### src/design/mem_stage_config.svh
// ********************
// width macros for the rv64 memory stage
// data word, instruction, register index, byte strobes
// ********************

`ifndef MEM_STAGE_CONFIG_SVH
`define MEM_STAGE_CONFIG_SVH

// ********************
// datapath widths
// ********************

// one integer register / one memory beat
`define XLEN    64

// base isa only, no compressed encodings
`define ILEN    32

// x0..x31
`define REG_AW  5

// ********************
// memory port
// ********************

// one strobe per byte of XLEN
`define STRB_W  8

`endif

### src/design/mem_stage_pkg.sv
// ********************
// memory stage control encodings
// memory op, writeback select, strobes, size helpers
// ********************

`default_nettype none

`include "mem_stage_config.svh"

package mem_stage_pkg;

    // replaces the wide one-hot-ish opcode from execute
    typedef enum logic [3:0] {
        MOP_NONE = 4'd0,
        MOP_LB   = 4'd1,
        MOP_LH   = 4'd2,
        MOP_LW   = 4'd3,
        MOP_LD   = 4'd4,
        MOP_LBU  = 4'd5,
        MOP_LHU  = 4'd6,
        MOP_LWU  = 4'd7,
        MOP_SB   = 4'd8,
        MOP_SH   = 4'd9,
        MOP_SW   = 4'd10,
        MOP_SD   = 4'd11
    } mem_op_t;

    // where the rd value comes from
    typedef enum logic [2:0] {
        WB_NONE = 3'd0,   // no gpr write
        WB_ALU  = 3'd1,
        WB_PC4  = 3'd2,   // jal/jalr link
        WB_LOAD = 3'd3,
        WB_SRC2 = 3'd4    // csr read value rides in src2
    } wb_sel_t;

    typedef logic [`STRB_W-1:0] strb_t;

    function automatic logic is_load(input mem_op_t op);
        return (op >= MOP_LB) && (op <= MOP_LWU);
    endfunction

    function automatic logic is_store(input mem_op_t op);
        return (op >= MOP_SB) && (op <= MOP_SD);
    endfunction

    // log2 of access bytes, 0 byte .. 3 dword
    function automatic logic [1:0] access_size(input mem_op_t op);
        logic [1:0] sz;
        case (op)
            MOP_LB, MOP_LBU, MOP_SB: sz = 2'd0;
            MOP_LH, MOP_LHU, MOP_SH: sz = 2'd1;
            MOP_LW, MOP_LWU, MOP_SW: sz = 2'd2;
            default:                 sz = 2'd3;  // ld / sd
        endcase
        return sz;
    endfunction

endpackage

`default_nettype wire

### src/design/rv_isa_pkg.sv
// ********************
// rv64 instruction field types and major opcodes
// rd / rs2 extraction and the writes-rd classifier
// ********************

`default_nettype none

`include "mem_stage_config.svh"

package rv_isa_pkg;

    // ********************
    // basic types
    // ********************
    typedef logic [`XLEN-1:0]   xlen_t;     // data word
    typedef logic [`ILEN-1:0]   inst_t;     // raw instruction
    typedef logic [`REG_AW-1:0] reg_idx_t;  // gpr index
    typedef logic [6:0]         opcode_t;   // inst[6:0]

    // major opcodes, only the ones the stage looks at
    localparam opcode_t OPC_LOAD      = 7'b0000011;
    localparam opcode_t OPC_STORE     = 7'b0100011;
    localparam opcode_t OPC_OP_IMM    = 7'b0010011;
    localparam opcode_t OPC_OP_IMM_32 = 7'b0011011;
    localparam opcode_t OPC_OP        = 7'b0110011;
    localparam opcode_t OPC_OP_32     = 7'b0111011;
    localparam opcode_t OPC_LUI       = 7'b0110111;
    localparam opcode_t OPC_AUIPC     = 7'b0010111;
    localparam opcode_t OPC_SYSTEM    = 7'b1110011;

    // ********************
    // field extraction
    // ********************
    function automatic opcode_t opcode_of(input inst_t inst);
        return inst[6:0];
    endfunction

    function automatic reg_idx_t rd_of(input inst_t inst);
        return inst[11:7];
    endfunction

    function automatic reg_idx_t rs2_of(input inst_t inst);
        return inst[24:20];
    endfunction

    // true for every class that puts a result in rd
    // jal / jalr deliberately left out, same as the forwarding source table
    function automatic logic writes_rd(input inst_t inst);
        logic [2:0] funct3;
        logic       hit;
        funct3 = inst[14:12];
        case (opcode_of(inst))
            OPC_OP_IMM, OPC_OP_IMM_32: hit = 1'b1;   // addi.. / addiw..
            OPC_OP, OPC_OP_32:         hit = 1'b1;   // reg-reg incl. mul/div
            OPC_LOAD:                  hit = 1'b1;
            OPC_LUI, OPC_AUIPC:        hit = 1'b1;
            OPC_SYSTEM:                hit = (funct3 == 3'b001) || (funct3 == 3'b010); // csrrw/csrrs
            OPC_STORE:                 hit = 1'b0;   // stores never write rd
            default:                   hit = 1'b0;
        endcase
        return hit;
    endfunction

endpackage

`default_nettype wire

### src/design/load_writeback.sv
// ********************
// load extraction and writeback value select
// output gating while memory is stalled
// ********************

`timescale 1ns/1ps
`default_nettype none

`include "mem_stage_config.svh"

module load_writeback (
    input  wire                            r_valid,
    input  wire rv_isa_pkg::xlen_t         r_pc,
    input  wire rv_isa_pkg::inst_t         r_inst,
    input  wire mem_stage_pkg::mem_op_t    r_mem_op,
    input  wire mem_stage_pkg::wb_sel_t    r_wb_sel,
    input  wire rv_isa_pkg::xlen_t         r_alu,
    input  wire rv_isa_pkg::xlen_t         r_src2,
    input  wire rv_isa_pkg::xlen_t         mem_rdata,   // valid on the ready cycle
    input  wire                            mem_stall,
    output logic                           out_valid,
    output rv_isa_pkg::xlen_t              out_pc,
    output rv_isa_pkg::inst_t              out_inst,
    output logic                           reg_wen,
    output rv_isa_pkg::reg_idx_t           reg_rd,
    output rv_isa_pkg::xlen_t              reg_value
);

    logic              live;        // valid and not waiting on memory
    logic [2:0]        off;
    logic [7:0]        ld_b;
    logic [15:0]       ld_h;
    logic [31:0]       ld_w;
    logic              ld_sext;     // signed load variants
    rv_isa_pkg::xlen_t ld_ext;
    rv_isa_pkg::xlen_t wb_value;

    assign live = r_valid && !mem_stall;
    assign off  = r_alu[2:0];

    // ********************
    // load extraction
    // ********************
    assign ld_b    = mem_rdata[{off, 3'b000} +: 8];
    assign ld_h    = mem_rdata[{off[2:1], 4'b0000} +: 16];
    assign ld_w    = mem_rdata[{off[2], 5'b00000} +: 32];
    assign ld_sext = !(r_mem_op inside {mem_stage_pkg::MOP_LBU, mem_stage_pkg::MOP_LHU,
                                        mem_stage_pkg::MOP_LWU});

    always_comb begin
        case (mem_stage_pkg::access_size(r_mem_op))
            2'd0:    ld_ext = {{(`XLEN-8){ld_sext & ld_b[7]}}, ld_b};
            2'd1:    ld_ext = off[0] ? '0                          // misaligned lh/lhu
                                     : {{(`XLEN-16){ld_sext & ld_h[15]}}, ld_h};
            2'd2:    ld_ext = {{(`XLEN-32){ld_sext & ld_w[31]}}, ld_w};
            default: ld_ext = mem_rdata;                            // ld, whole beat
        endcase
        if (!mem_stage_pkg::is_load(r_mem_op)) begin
            ld_ext = '0;
        end
    end

    // ********************
    // writeback select
    // ********************
    always_comb begin
        case (r_wb_sel)
            mem_stage_pkg::WB_ALU:  wb_value = r_alu;
            mem_stage_pkg::WB_PC4:  wb_value = r_pc + rv_isa_pkg::xlen_t'(4);  // link addr
            mem_stage_pkg::WB_LOAD: wb_value = ld_ext;
            mem_stage_pkg::WB_SRC2: wb_value = r_src2;  // old csr value
            default:                wb_value = '0;
        endcase
    end

    // nothing leaves while the entry is empty or memory is pending
    assign out_valid = live;
    assign out_pc    = live ? r_pc : '0;
    assign out_inst  = live ? r_inst : '0;
    assign reg_wen   = live && (r_wb_sel != mem_stage_pkg::WB_NONE);
    assign reg_rd    = live ? rv_isa_pkg::rd_of(r_inst) : '0;
    assign reg_value = live ? wb_value : '0;

endmodule

`default_nettype wire

### src/design/mem_request.sv
// ********************
// memory request builder
// store forwarding, strobe and data alignment, stall
// ********************

`timescale 1ns/1ps
`default_nettype none

`include "mem_stage_config.svh"

module mem_request (
    input  wire                            r_valid,
    input  wire rv_isa_pkg::inst_t         r_inst,
    input  wire mem_stage_pkg::mem_op_t    r_mem_op,
    input  wire rv_isa_pkg::xlen_t         r_alu,
    input  wire rv_isa_pkg::xlen_t         r_src2,
    input  wire                            wb_valid,    // WB stage occupancy
    input  wire rv_isa_pkg::inst_t         wb_inst,
    input  wire rv_isa_pkg::xlen_t         wb_wdata,
    input  wire                            mem_ready,
    output logic                           mem_req,
    output logic                           mem_we,
    output rv_isa_pkg::xlen_t              mem_addr,
    output rv_isa_pkg::xlen_t              mem_wdata,
    output mem_stage_pkg::strb_t           mem_wstrb,
    output logic                           mem_stall
);

    logic              st_live;   // valid store in the register
    logic              fwd_hit;
    logic [2:0]        off;       // byte lane in the dword
    rv_isa_pkg::xlen_t st_data;   // src2 after forwarding

    // ********************
    // request and stall
    // ********************
    assign st_live   = r_valid && mem_stage_pkg::is_store(r_mem_op);
    assign mem_req   = r_valid && (mem_stage_pkg::is_load(r_mem_op) || st_live);
    assign mem_we    = st_live;
    assign mem_addr  = r_alu;                       // address straight from the ALU
    assign mem_stall = mem_req && !mem_ready;       // level, clears on the ready cycle
    assign off       = r_alu[2:0];

    // ********************
    // store operand forwarding
    // ********************
    // load-use on rs2 of a store, value only just arriving in WB
    assign fwd_hit = st_live && wb_valid
                   && rv_isa_pkg::writes_rd(wb_inst)
                   && (rv_isa_pkg::rd_of(wb_inst) == rv_isa_pkg::rs2_of(r_inst))
                   && (rv_isa_pkg::rs2_of(r_inst) != '0);   // x0 never forwards

    assign st_data = fwd_hit ? wb_wdata : r_src2;

    // ********************
    // lane alignment
    // ********************
    always_comb begin
        mem_wdata = '0;
        mem_wstrb = '0;
        if (st_live) begin
            case (mem_stage_pkg::access_size(r_mem_op))
                2'd0: begin     // sb, any lane
                    mem_wstrb = mem_stage_pkg::strb_t'(1) << off;
                    mem_wdata = {{(`XLEN-8){1'b0}}, st_data[7:0]} << {off, 3'b000};
                end
                2'd1: begin     // sh, odd lanes unsupported -> zero strobe
                    if (!off[0]) begin
                        mem_wstrb = mem_stage_pkg::strb_t'(3) << off;
                        mem_wdata = {{(`XLEN-16){1'b0}}, st_data[15:0]} << {off, 3'b000};
                    end
                end
                2'd2: begin     // sw, upper or lower half by bit 2
                    mem_wstrb = off[2] ? 8'hf0 : 8'h0f;
                    mem_wdata = off[2] ? {st_data[31:0], 32'b0} : {32'b0, st_data[31:0]};
                end
                default: begin  // sd
                    mem_wstrb = '1;
                    mem_wdata = st_data;
                end
            endcase
        end
    end

endmodule

`default_nettype wire

### src/design/mem_stage.sv
// ********************
// rv64 memory stage top
// stage register, request builder, load/writeback
// ********************

`timescale 1ns/1ps
`default_nettype none

module mem_stage (
    input  wire                            clk,
    input  wire                            rst,
    // from execute
    input  wire                            in_valid,
    output logic                           in_ready,
    input  wire rv_isa_pkg::xlen_t         in_pc,
    input  wire rv_isa_pkg::inst_t         in_inst,
    input  wire mem_stage_pkg::mem_op_t    in_mem_op,
    input  wire mem_stage_pkg::wb_sel_t    in_wb_sel,
    input  wire rv_isa_pkg::xlen_t         in_alu,
    input  wire rv_isa_pkg::xlen_t         in_src2,
    // to writeback
    output logic                           out_valid,
    input  wire                            out_ready,
    output rv_isa_pkg::xlen_t              out_pc,
    output rv_isa_pkg::inst_t              out_inst,
    output logic                           reg_wen,
    output rv_isa_pkg::reg_idx_t           reg_rd,
    output rv_isa_pkg::xlen_t              reg_value,
    // forwarding source in WB
    input  wire                            wb_valid,
    input  wire rv_isa_pkg::inst_t         wb_inst,
    input  wire rv_isa_pkg::xlen_t         wb_wdata,
    // memory port
    output logic                           mem_req,
    output logic                           mem_we,
    output rv_isa_pkg::xlen_t              mem_addr,
    output rv_isa_pkg::xlen_t              mem_wdata,
    output mem_stage_pkg::strb_t           mem_wstrb,
    input  wire rv_isa_pkg::xlen_t         mem_rdata,
    input  wire                            mem_ready
);

    // register contents shared by both halves
    logic                   r_valid;
    rv_isa_pkg::xlen_t      r_pc;
    rv_isa_pkg::inst_t      r_inst;
    mem_stage_pkg::mem_op_t r_mem_op;
    mem_stage_pkg::wb_sel_t r_wb_sel;
    rv_isa_pkg::xlen_t      r_alu;
    rv_isa_pkg::xlen_t      r_src2;
    logic                   mem_stall;  // from the request side only

    stage_reg u_stage_reg (
        .clk       (clk),       .rst      (rst),
        .in_valid  (in_valid),  .in_pc    (in_pc),     .in_inst  (in_inst),
        .in_mem_op (in_mem_op), .in_wb_sel(in_wb_sel), .in_alu   (in_alu),
        .in_src2   (in_src2),   .out_ready(out_ready), .mem_stall(mem_stall),
        .in_ready  (in_ready),  .r_valid  (r_valid),   .r_pc     (r_pc),
        .r_inst    (r_inst),    .r_mem_op (r_mem_op),  .r_wb_sel (r_wb_sel),
        .r_alu     (r_alu),     .r_src2   (r_src2)
    );

    mem_request u_mem_request (
        .r_valid  (r_valid),  .r_inst   (r_inst),   .r_mem_op (r_mem_op),
        .r_alu    (r_alu),    .r_src2   (r_src2),
        .wb_valid (wb_valid), .wb_inst  (wb_inst),  .wb_wdata (wb_wdata),
        .mem_ready(mem_ready),
        .mem_req  (mem_req),  .mem_we   (mem_we),   .mem_addr (mem_addr),
        .mem_wdata(mem_wdata), .mem_wstrb(mem_wstrb), .mem_stall(mem_stall)
    );

    load_writeback u_load_writeback (
        .r_valid  (r_valid),  .r_pc     (r_pc),     .r_inst   (r_inst),
        .r_mem_op (r_mem_op), .r_wb_sel (r_wb_sel), .r_alu    (r_alu),
        .r_src2   (r_src2),   .mem_rdata(mem_rdata), .mem_stall(mem_stall),
        .out_valid(out_valid), .out_pc  (out_pc),   .out_inst (out_inst),
        .reg_wen  (reg_wen),  .reg_rd   (reg_rd),   .reg_value(reg_value)
    );

endmodule

`default_nettype wire

### src/design/stage_reg.sv
// ********************
// EX/MEM pipeline register
// loads on in_ready, holds under stall or back-pressure
// ********************

`timescale 1ns/1ps
`default_nettype none

module stage_reg (
    input  wire                            clk,
    input  wire                            rst,
    input  wire                            in_valid,
    input  wire rv_isa_pkg::xlen_t         in_pc,
    input  wire rv_isa_pkg::inst_t         in_inst,
    input  wire mem_stage_pkg::mem_op_t    in_mem_op,
    input  wire mem_stage_pkg::wb_sel_t    in_wb_sel,
    input  wire rv_isa_pkg::xlen_t         in_alu,
    input  wire rv_isa_pkg::xlen_t         in_src2,
    input  wire                            out_ready,   // downstream can take it
    input  wire                            mem_stall,   // memory still busy
    output logic                           in_ready,
    output logic                           r_valid,
    output rv_isa_pkg::xlen_t              r_pc,
    output rv_isa_pkg::inst_t              r_inst,
    output mem_stage_pkg::mem_op_t         r_mem_op,
    output mem_stage_pkg::wb_sel_t         r_wb_sel,
    output rv_isa_pkg::xlen_t              r_alu,
    output rv_isa_pkg::xlen_t              r_src2
);

    // advance only when memory is done and WB accepts
    assign in_ready = !mem_stall && out_ready;

    always_ff @(posedge clk) begin
        if (rst) begin
            r_valid  <= 1'b0;
            r_pc     <= '0;
            r_inst   <= '0;
            r_mem_op <= mem_stage_pkg::MOP_NONE;
            r_wb_sel <= mem_stage_pkg::WB_NONE;
            r_alu    <= '0;
            r_src2   <= '0;
        end else if (in_ready) begin
            r_valid  <= in_valid;       // bubble loads as invalid
            r_pc     <= in_pc;
            r_inst   <= in_inst;
            r_mem_op <= in_mem_op;
            r_wb_sel <= in_wb_sel;
            r_alu    <= in_alu;         // also the memory address
            r_src2   <= in_src2;        // store data / csr value
        end
        // else hold everything
    end

endmodule

`default_nettype wire

### config.mk
export PLATFORM = sky130hd
export DESIGN_NAME = mem_stage
export DESIGN_NICKNAME = d
export VERILOG_FILES = /design/src/design/mem_stage_pkg.sv /design/src/design/rv_isa_pkg.sv /design/src/design/load_writeback.sv /design/src/design/mem_request.sv /design/src/design/mem_stage.sv /design/src/design/stage_reg.sv
export VERILOG_INCLUDE_DIRS = /design/src /design/src/design
export SDC_FILE = /design/constraint.sdc
export NUM_CORES = 1
export LEC_CHECK = 0
export BUFFER_PORTS_ARGS = -buffer_cell sky130_fd_sc_hd__buf_2
export CORE_AREA = 5 5 274 276
export CTS_CLUSTER_SIZE = 12
export DETAILED_ROUTE_END_ITERATION = 7
export DIE_AREA = 0 0 279 281
export PLACE_DENSITY = 0.52
export RECOVER_POWER = 100
export SLEW_MARGIN = 10
export SYNTH_ARGS = -nofsm -noshare
export SYNTH_HDL_FRONTEND = slang
export SYNTH_HIERARCHICAL = 1
export SYNTH_SLANG_ARGS = --single-unit
### constraint.sdc
create_clock -name clk -period 2.7 [get_ports clk]
set_input_delay 0.27 -clock clk [delete_from_list [all_inputs] [get_ports clk]]
set_output_delay 0.27 -clock clk [all_outputs]
set_load 0.005 [all_outputs]
==> results.json <==
{
  "outcome": "finished with violations",
  "violations": "setup timing",
  "nets": 3775,
  "drive_above_1_share": 0.506,
  "syn-cell-area_um2": 19700,
  "drtIter0Drc": 2233,
  "drt-total-wl_um": 127000,
  "post-route-period-util": 1.34,
  "fin_util": 0.465,
  "finalNonFillerCells": 4359,
  "synthTopCellsByCount": "nand2b_1, dfxtp_1, nand4bb_1",
  "vdd_drop_max_mv": 0.463,
  "drtPass1Iterations": 6,
  "drtAntennaViolNets": 0,
  "clk_pin_slew_ns": 0.07,
  "path_delay_family": "simple AND/OR/NAND/NOR gates",
  "clkSinkCount": 232,
  "rows": 99,
  "p_leak_nw": 13.1,
  "crit_path_top_delay_cell": "nor4b_1",
  "grt_pass1_wl_um": 169000,
  "cp_common_cell": "buf_6",
  "synth-edff-count": 0,
  "slew_headroom": 0.442,
  "critical_path_required_ns": 2.43,
  "grt_usage": 0.290,
  "cts_tree": "yes",
  "ys_ff_latch": 232,
  "synth_top_area_share": 0.235,
  "worstSetupStartpointType": "register",
  "path_cells": "clkbuf_2, buf_6, ha_4, nor4b_1, nor2_2, nor2b_2, nand2b_4, inv_2, and3_4, buf_6, buf_12, a21oi_2, o211ai_1, buf_2",
  "max_freq_ghz": 0.277,
  "die_h_um": 281,
  "htree_levels": 1,
  "synth_ff_type": "dfxtp_1",
  "setup_viol": 406,
  "async_flop_share": 0,
  "ys.warnings.count": 6,
  "yosys.area.top_type": "dfxtp_1",
  "crit_buf_inv": 6,
  "die_w_um": 279,
  "drv_cap": 0,
  "syn_nets": 2688,
  "postSynthCellCount": 2279,
  "critPathArrivalTime_ns": 3.34,
  "via_per_inst": 5.51,
  "wire_per_inst_um": 29.1,
  "die_area_um2": 78400,
  "start_util": 0.273,
  "dp_hpwl_um": 90400,
  "grt_setup_unrepaired": "true",
  "p_total_mw": 12.9,
  "cts_inserted_buffers": 30,
  "synth.distinct_cells": 84,
  "num-fill-cells": 6871,
  "place.gp.congestion": 0.976,
  "route.detailed.drc": 0,
  "core-area_um2": 72300,
  "clock_skew_ns": 0.0145,
  "yosysMostFrequentCell": "nand2b_1",
  "min_path_type": "input pin to register",
  "synth_area_per_cell_um2": 8.66,
  "clock_path_buffers": 3,
  "setup_ws_ns": -0.911,
  "hold_viol_final": 0,
  "seq_area_frac_synth": 0.235,
  "synth_area_leaders": "dfxtp_1, nand4bb_1, nand2b_1",
  "vias": 24022,
  "period_needed_ns": 3.61,
  "clockRootBuffer": "clkbuf_16",
  "area_growth_pct": 70.6,
  "io_buffers": 685,
  "place_inst": 3925,
  "pin_count": 703,
  "clkLatencyLatePin_ns": 0.61,
  "antenna_found_initial": 17,
  "grt_pass1_vias": 23254,
  "slew_viol_final": 0,
  "max_stage_delay_ns": 0.42,
  "grt_max_degree": 159,
  "pwr_density_cell_nw_per_um2": 382,
  "worst_pin_slew_ns": 0.837,
  "crit_path_end_kind": "output port",
  "hold_slack_ns": 0.00874,
  "path_class": "register to output port",
  "worstPathMaxFanout": 18,
  "grt_remaining_overflow": 0
}
[path summary, 6_finish.rpt]
| path | start | to | slack (ns) | depth (start not counted) |
|---|---|---|---|---|
| worst max-delay path | u_stage_reg/r_mem_op[0] | reg_value[58] | -0.91 | 14 |
| worst min-delay path | in_alu[19] | u_stage_reg/r_alu[19] | 0.009 | 3 |
| worst max register to register | u_stage_reg/r_mem_op[0] | u_stage_reg/r_pc[9] | -0.35 | 13 |
| worst min register to register | u_stage_reg/r_inst[5] | u_stage_reg/r_inst[5] | 0.48 | 2 |
[per-stage QoR]
step,setup WS [ns],TNS [ns],area (um2)
after floorplan,0.000397,0,19800
after global placement,-0.438,-22.00,25300
after global routing,-1.03,-266.07,33700
after detailed placement,-0.453,-22.34,25300
after CTS,-1.05,-140.42,31700
final,-0.911,-208.26,33700
[layout make-up]
type / count / area [um2] / area share
flip-flops and latches: 232 / 4670 / 0.139
diodes: 11 / 27.5 / 0.000818
clock inverters: 12 / 158 / 0.00468
well taps: 959 / 1200 / 0.0356
clock buffers: 43 / 880 / 0.0261
repair buffers: 1357 / 11200 / 0.333
inverters: 22 / 93.8 / 0.00279
multi-input cells: 1723 / 15400 / 0.458
[state kept, by name (all words and copies together) (netlist names)]
name	count
u_stage_reg/r_alu	64
u_stage_reg/r_inst	32
u_stage_reg/r_mem_op	4
u_stage_reg/r_pc	64
u_stage_reg/r_src2	64
u_stage_reg/r_valid	1
u_stage_reg/r_wb_sel	3
[per-layer routing]
| layer | vias up | share of wire | wire (um) | track usage |
|---|---|---|---|---|
| met4 | 6 | 0.069 | 8790 | 0.153 |
| met3 | 346 | 0.086 | 10900 | 0.0675 |
| met2 | 1334 | 0.45 | 57100 | 0.469 |
| met1 | 11680 | 0.39 | 49900 | 0.362 |
| li1 | 10656 | - | - | - |
| met5 | - | 0.00027 | 34 | 0 |
[power breakdown]
part           switching, mW  internal (mW)  leakage, nW
registers              0.354           3.65         1.92
clock network           1.78           2.54        0.503
logic                   2.33           2.20         10.7
[cells in the final DEF, fill, tap and decap left out, drive strengths merged, types with 5 or more instances in the layout]
cell            n
a22oi          23
and2           89
inv            22
nor3           23
o21a            5
nand3          32
nand2          80
mux2i          93
clkbuf        106
mux4           20
o211ai         12
buf          1072
o21ai         302
diode          11
a31oi          12
o22ai          14
clkinv          5
a222oi         17
a21oi          64
nor2b          13
xor2           15
and3           19
nand4          23
mux2           16
dfxtp         232
ha             12
nor4           15
nor2          127
or3             9
dlygate4sd3   221
a22o           25
o22a           50
nand2b        234
nand4bb       232
o221ai         61
xnor2          43
[cell families (layout without fill, tap and decap cells)]
family / Yosys count / after routing / synth area share
simple gates: 915 / 915 / 0.330
compound gates: 609 / 609 / 0.228
buf+inv: 324 / 1434 / 0.0948
flops: 232 / 232 / 0.235
mux: 129 / 129 / 0.0791
xor+xnor: 58 / 58 / 0.0257
fa+ha+maj: 12 / 12 / 0.00761
other cells: 0 / 11 / 0
[tightest hold or removal path, stage by stage]
cell and delay (ns):
buf_2 0.10, nand4bb_1 0.14, o21ai_2 0.06
[timing repair]
item	4_1_cts	5_1_grt
gates cloned	25	11
hold endpoints to repair	221	0
gates resized for setup	418	392
hold buffers	221	0
pin swaps	79	135
setup endpoints to repair	240	249
setup buffers	87	65
Note: power is estimated with default switching activity, not from simulation.
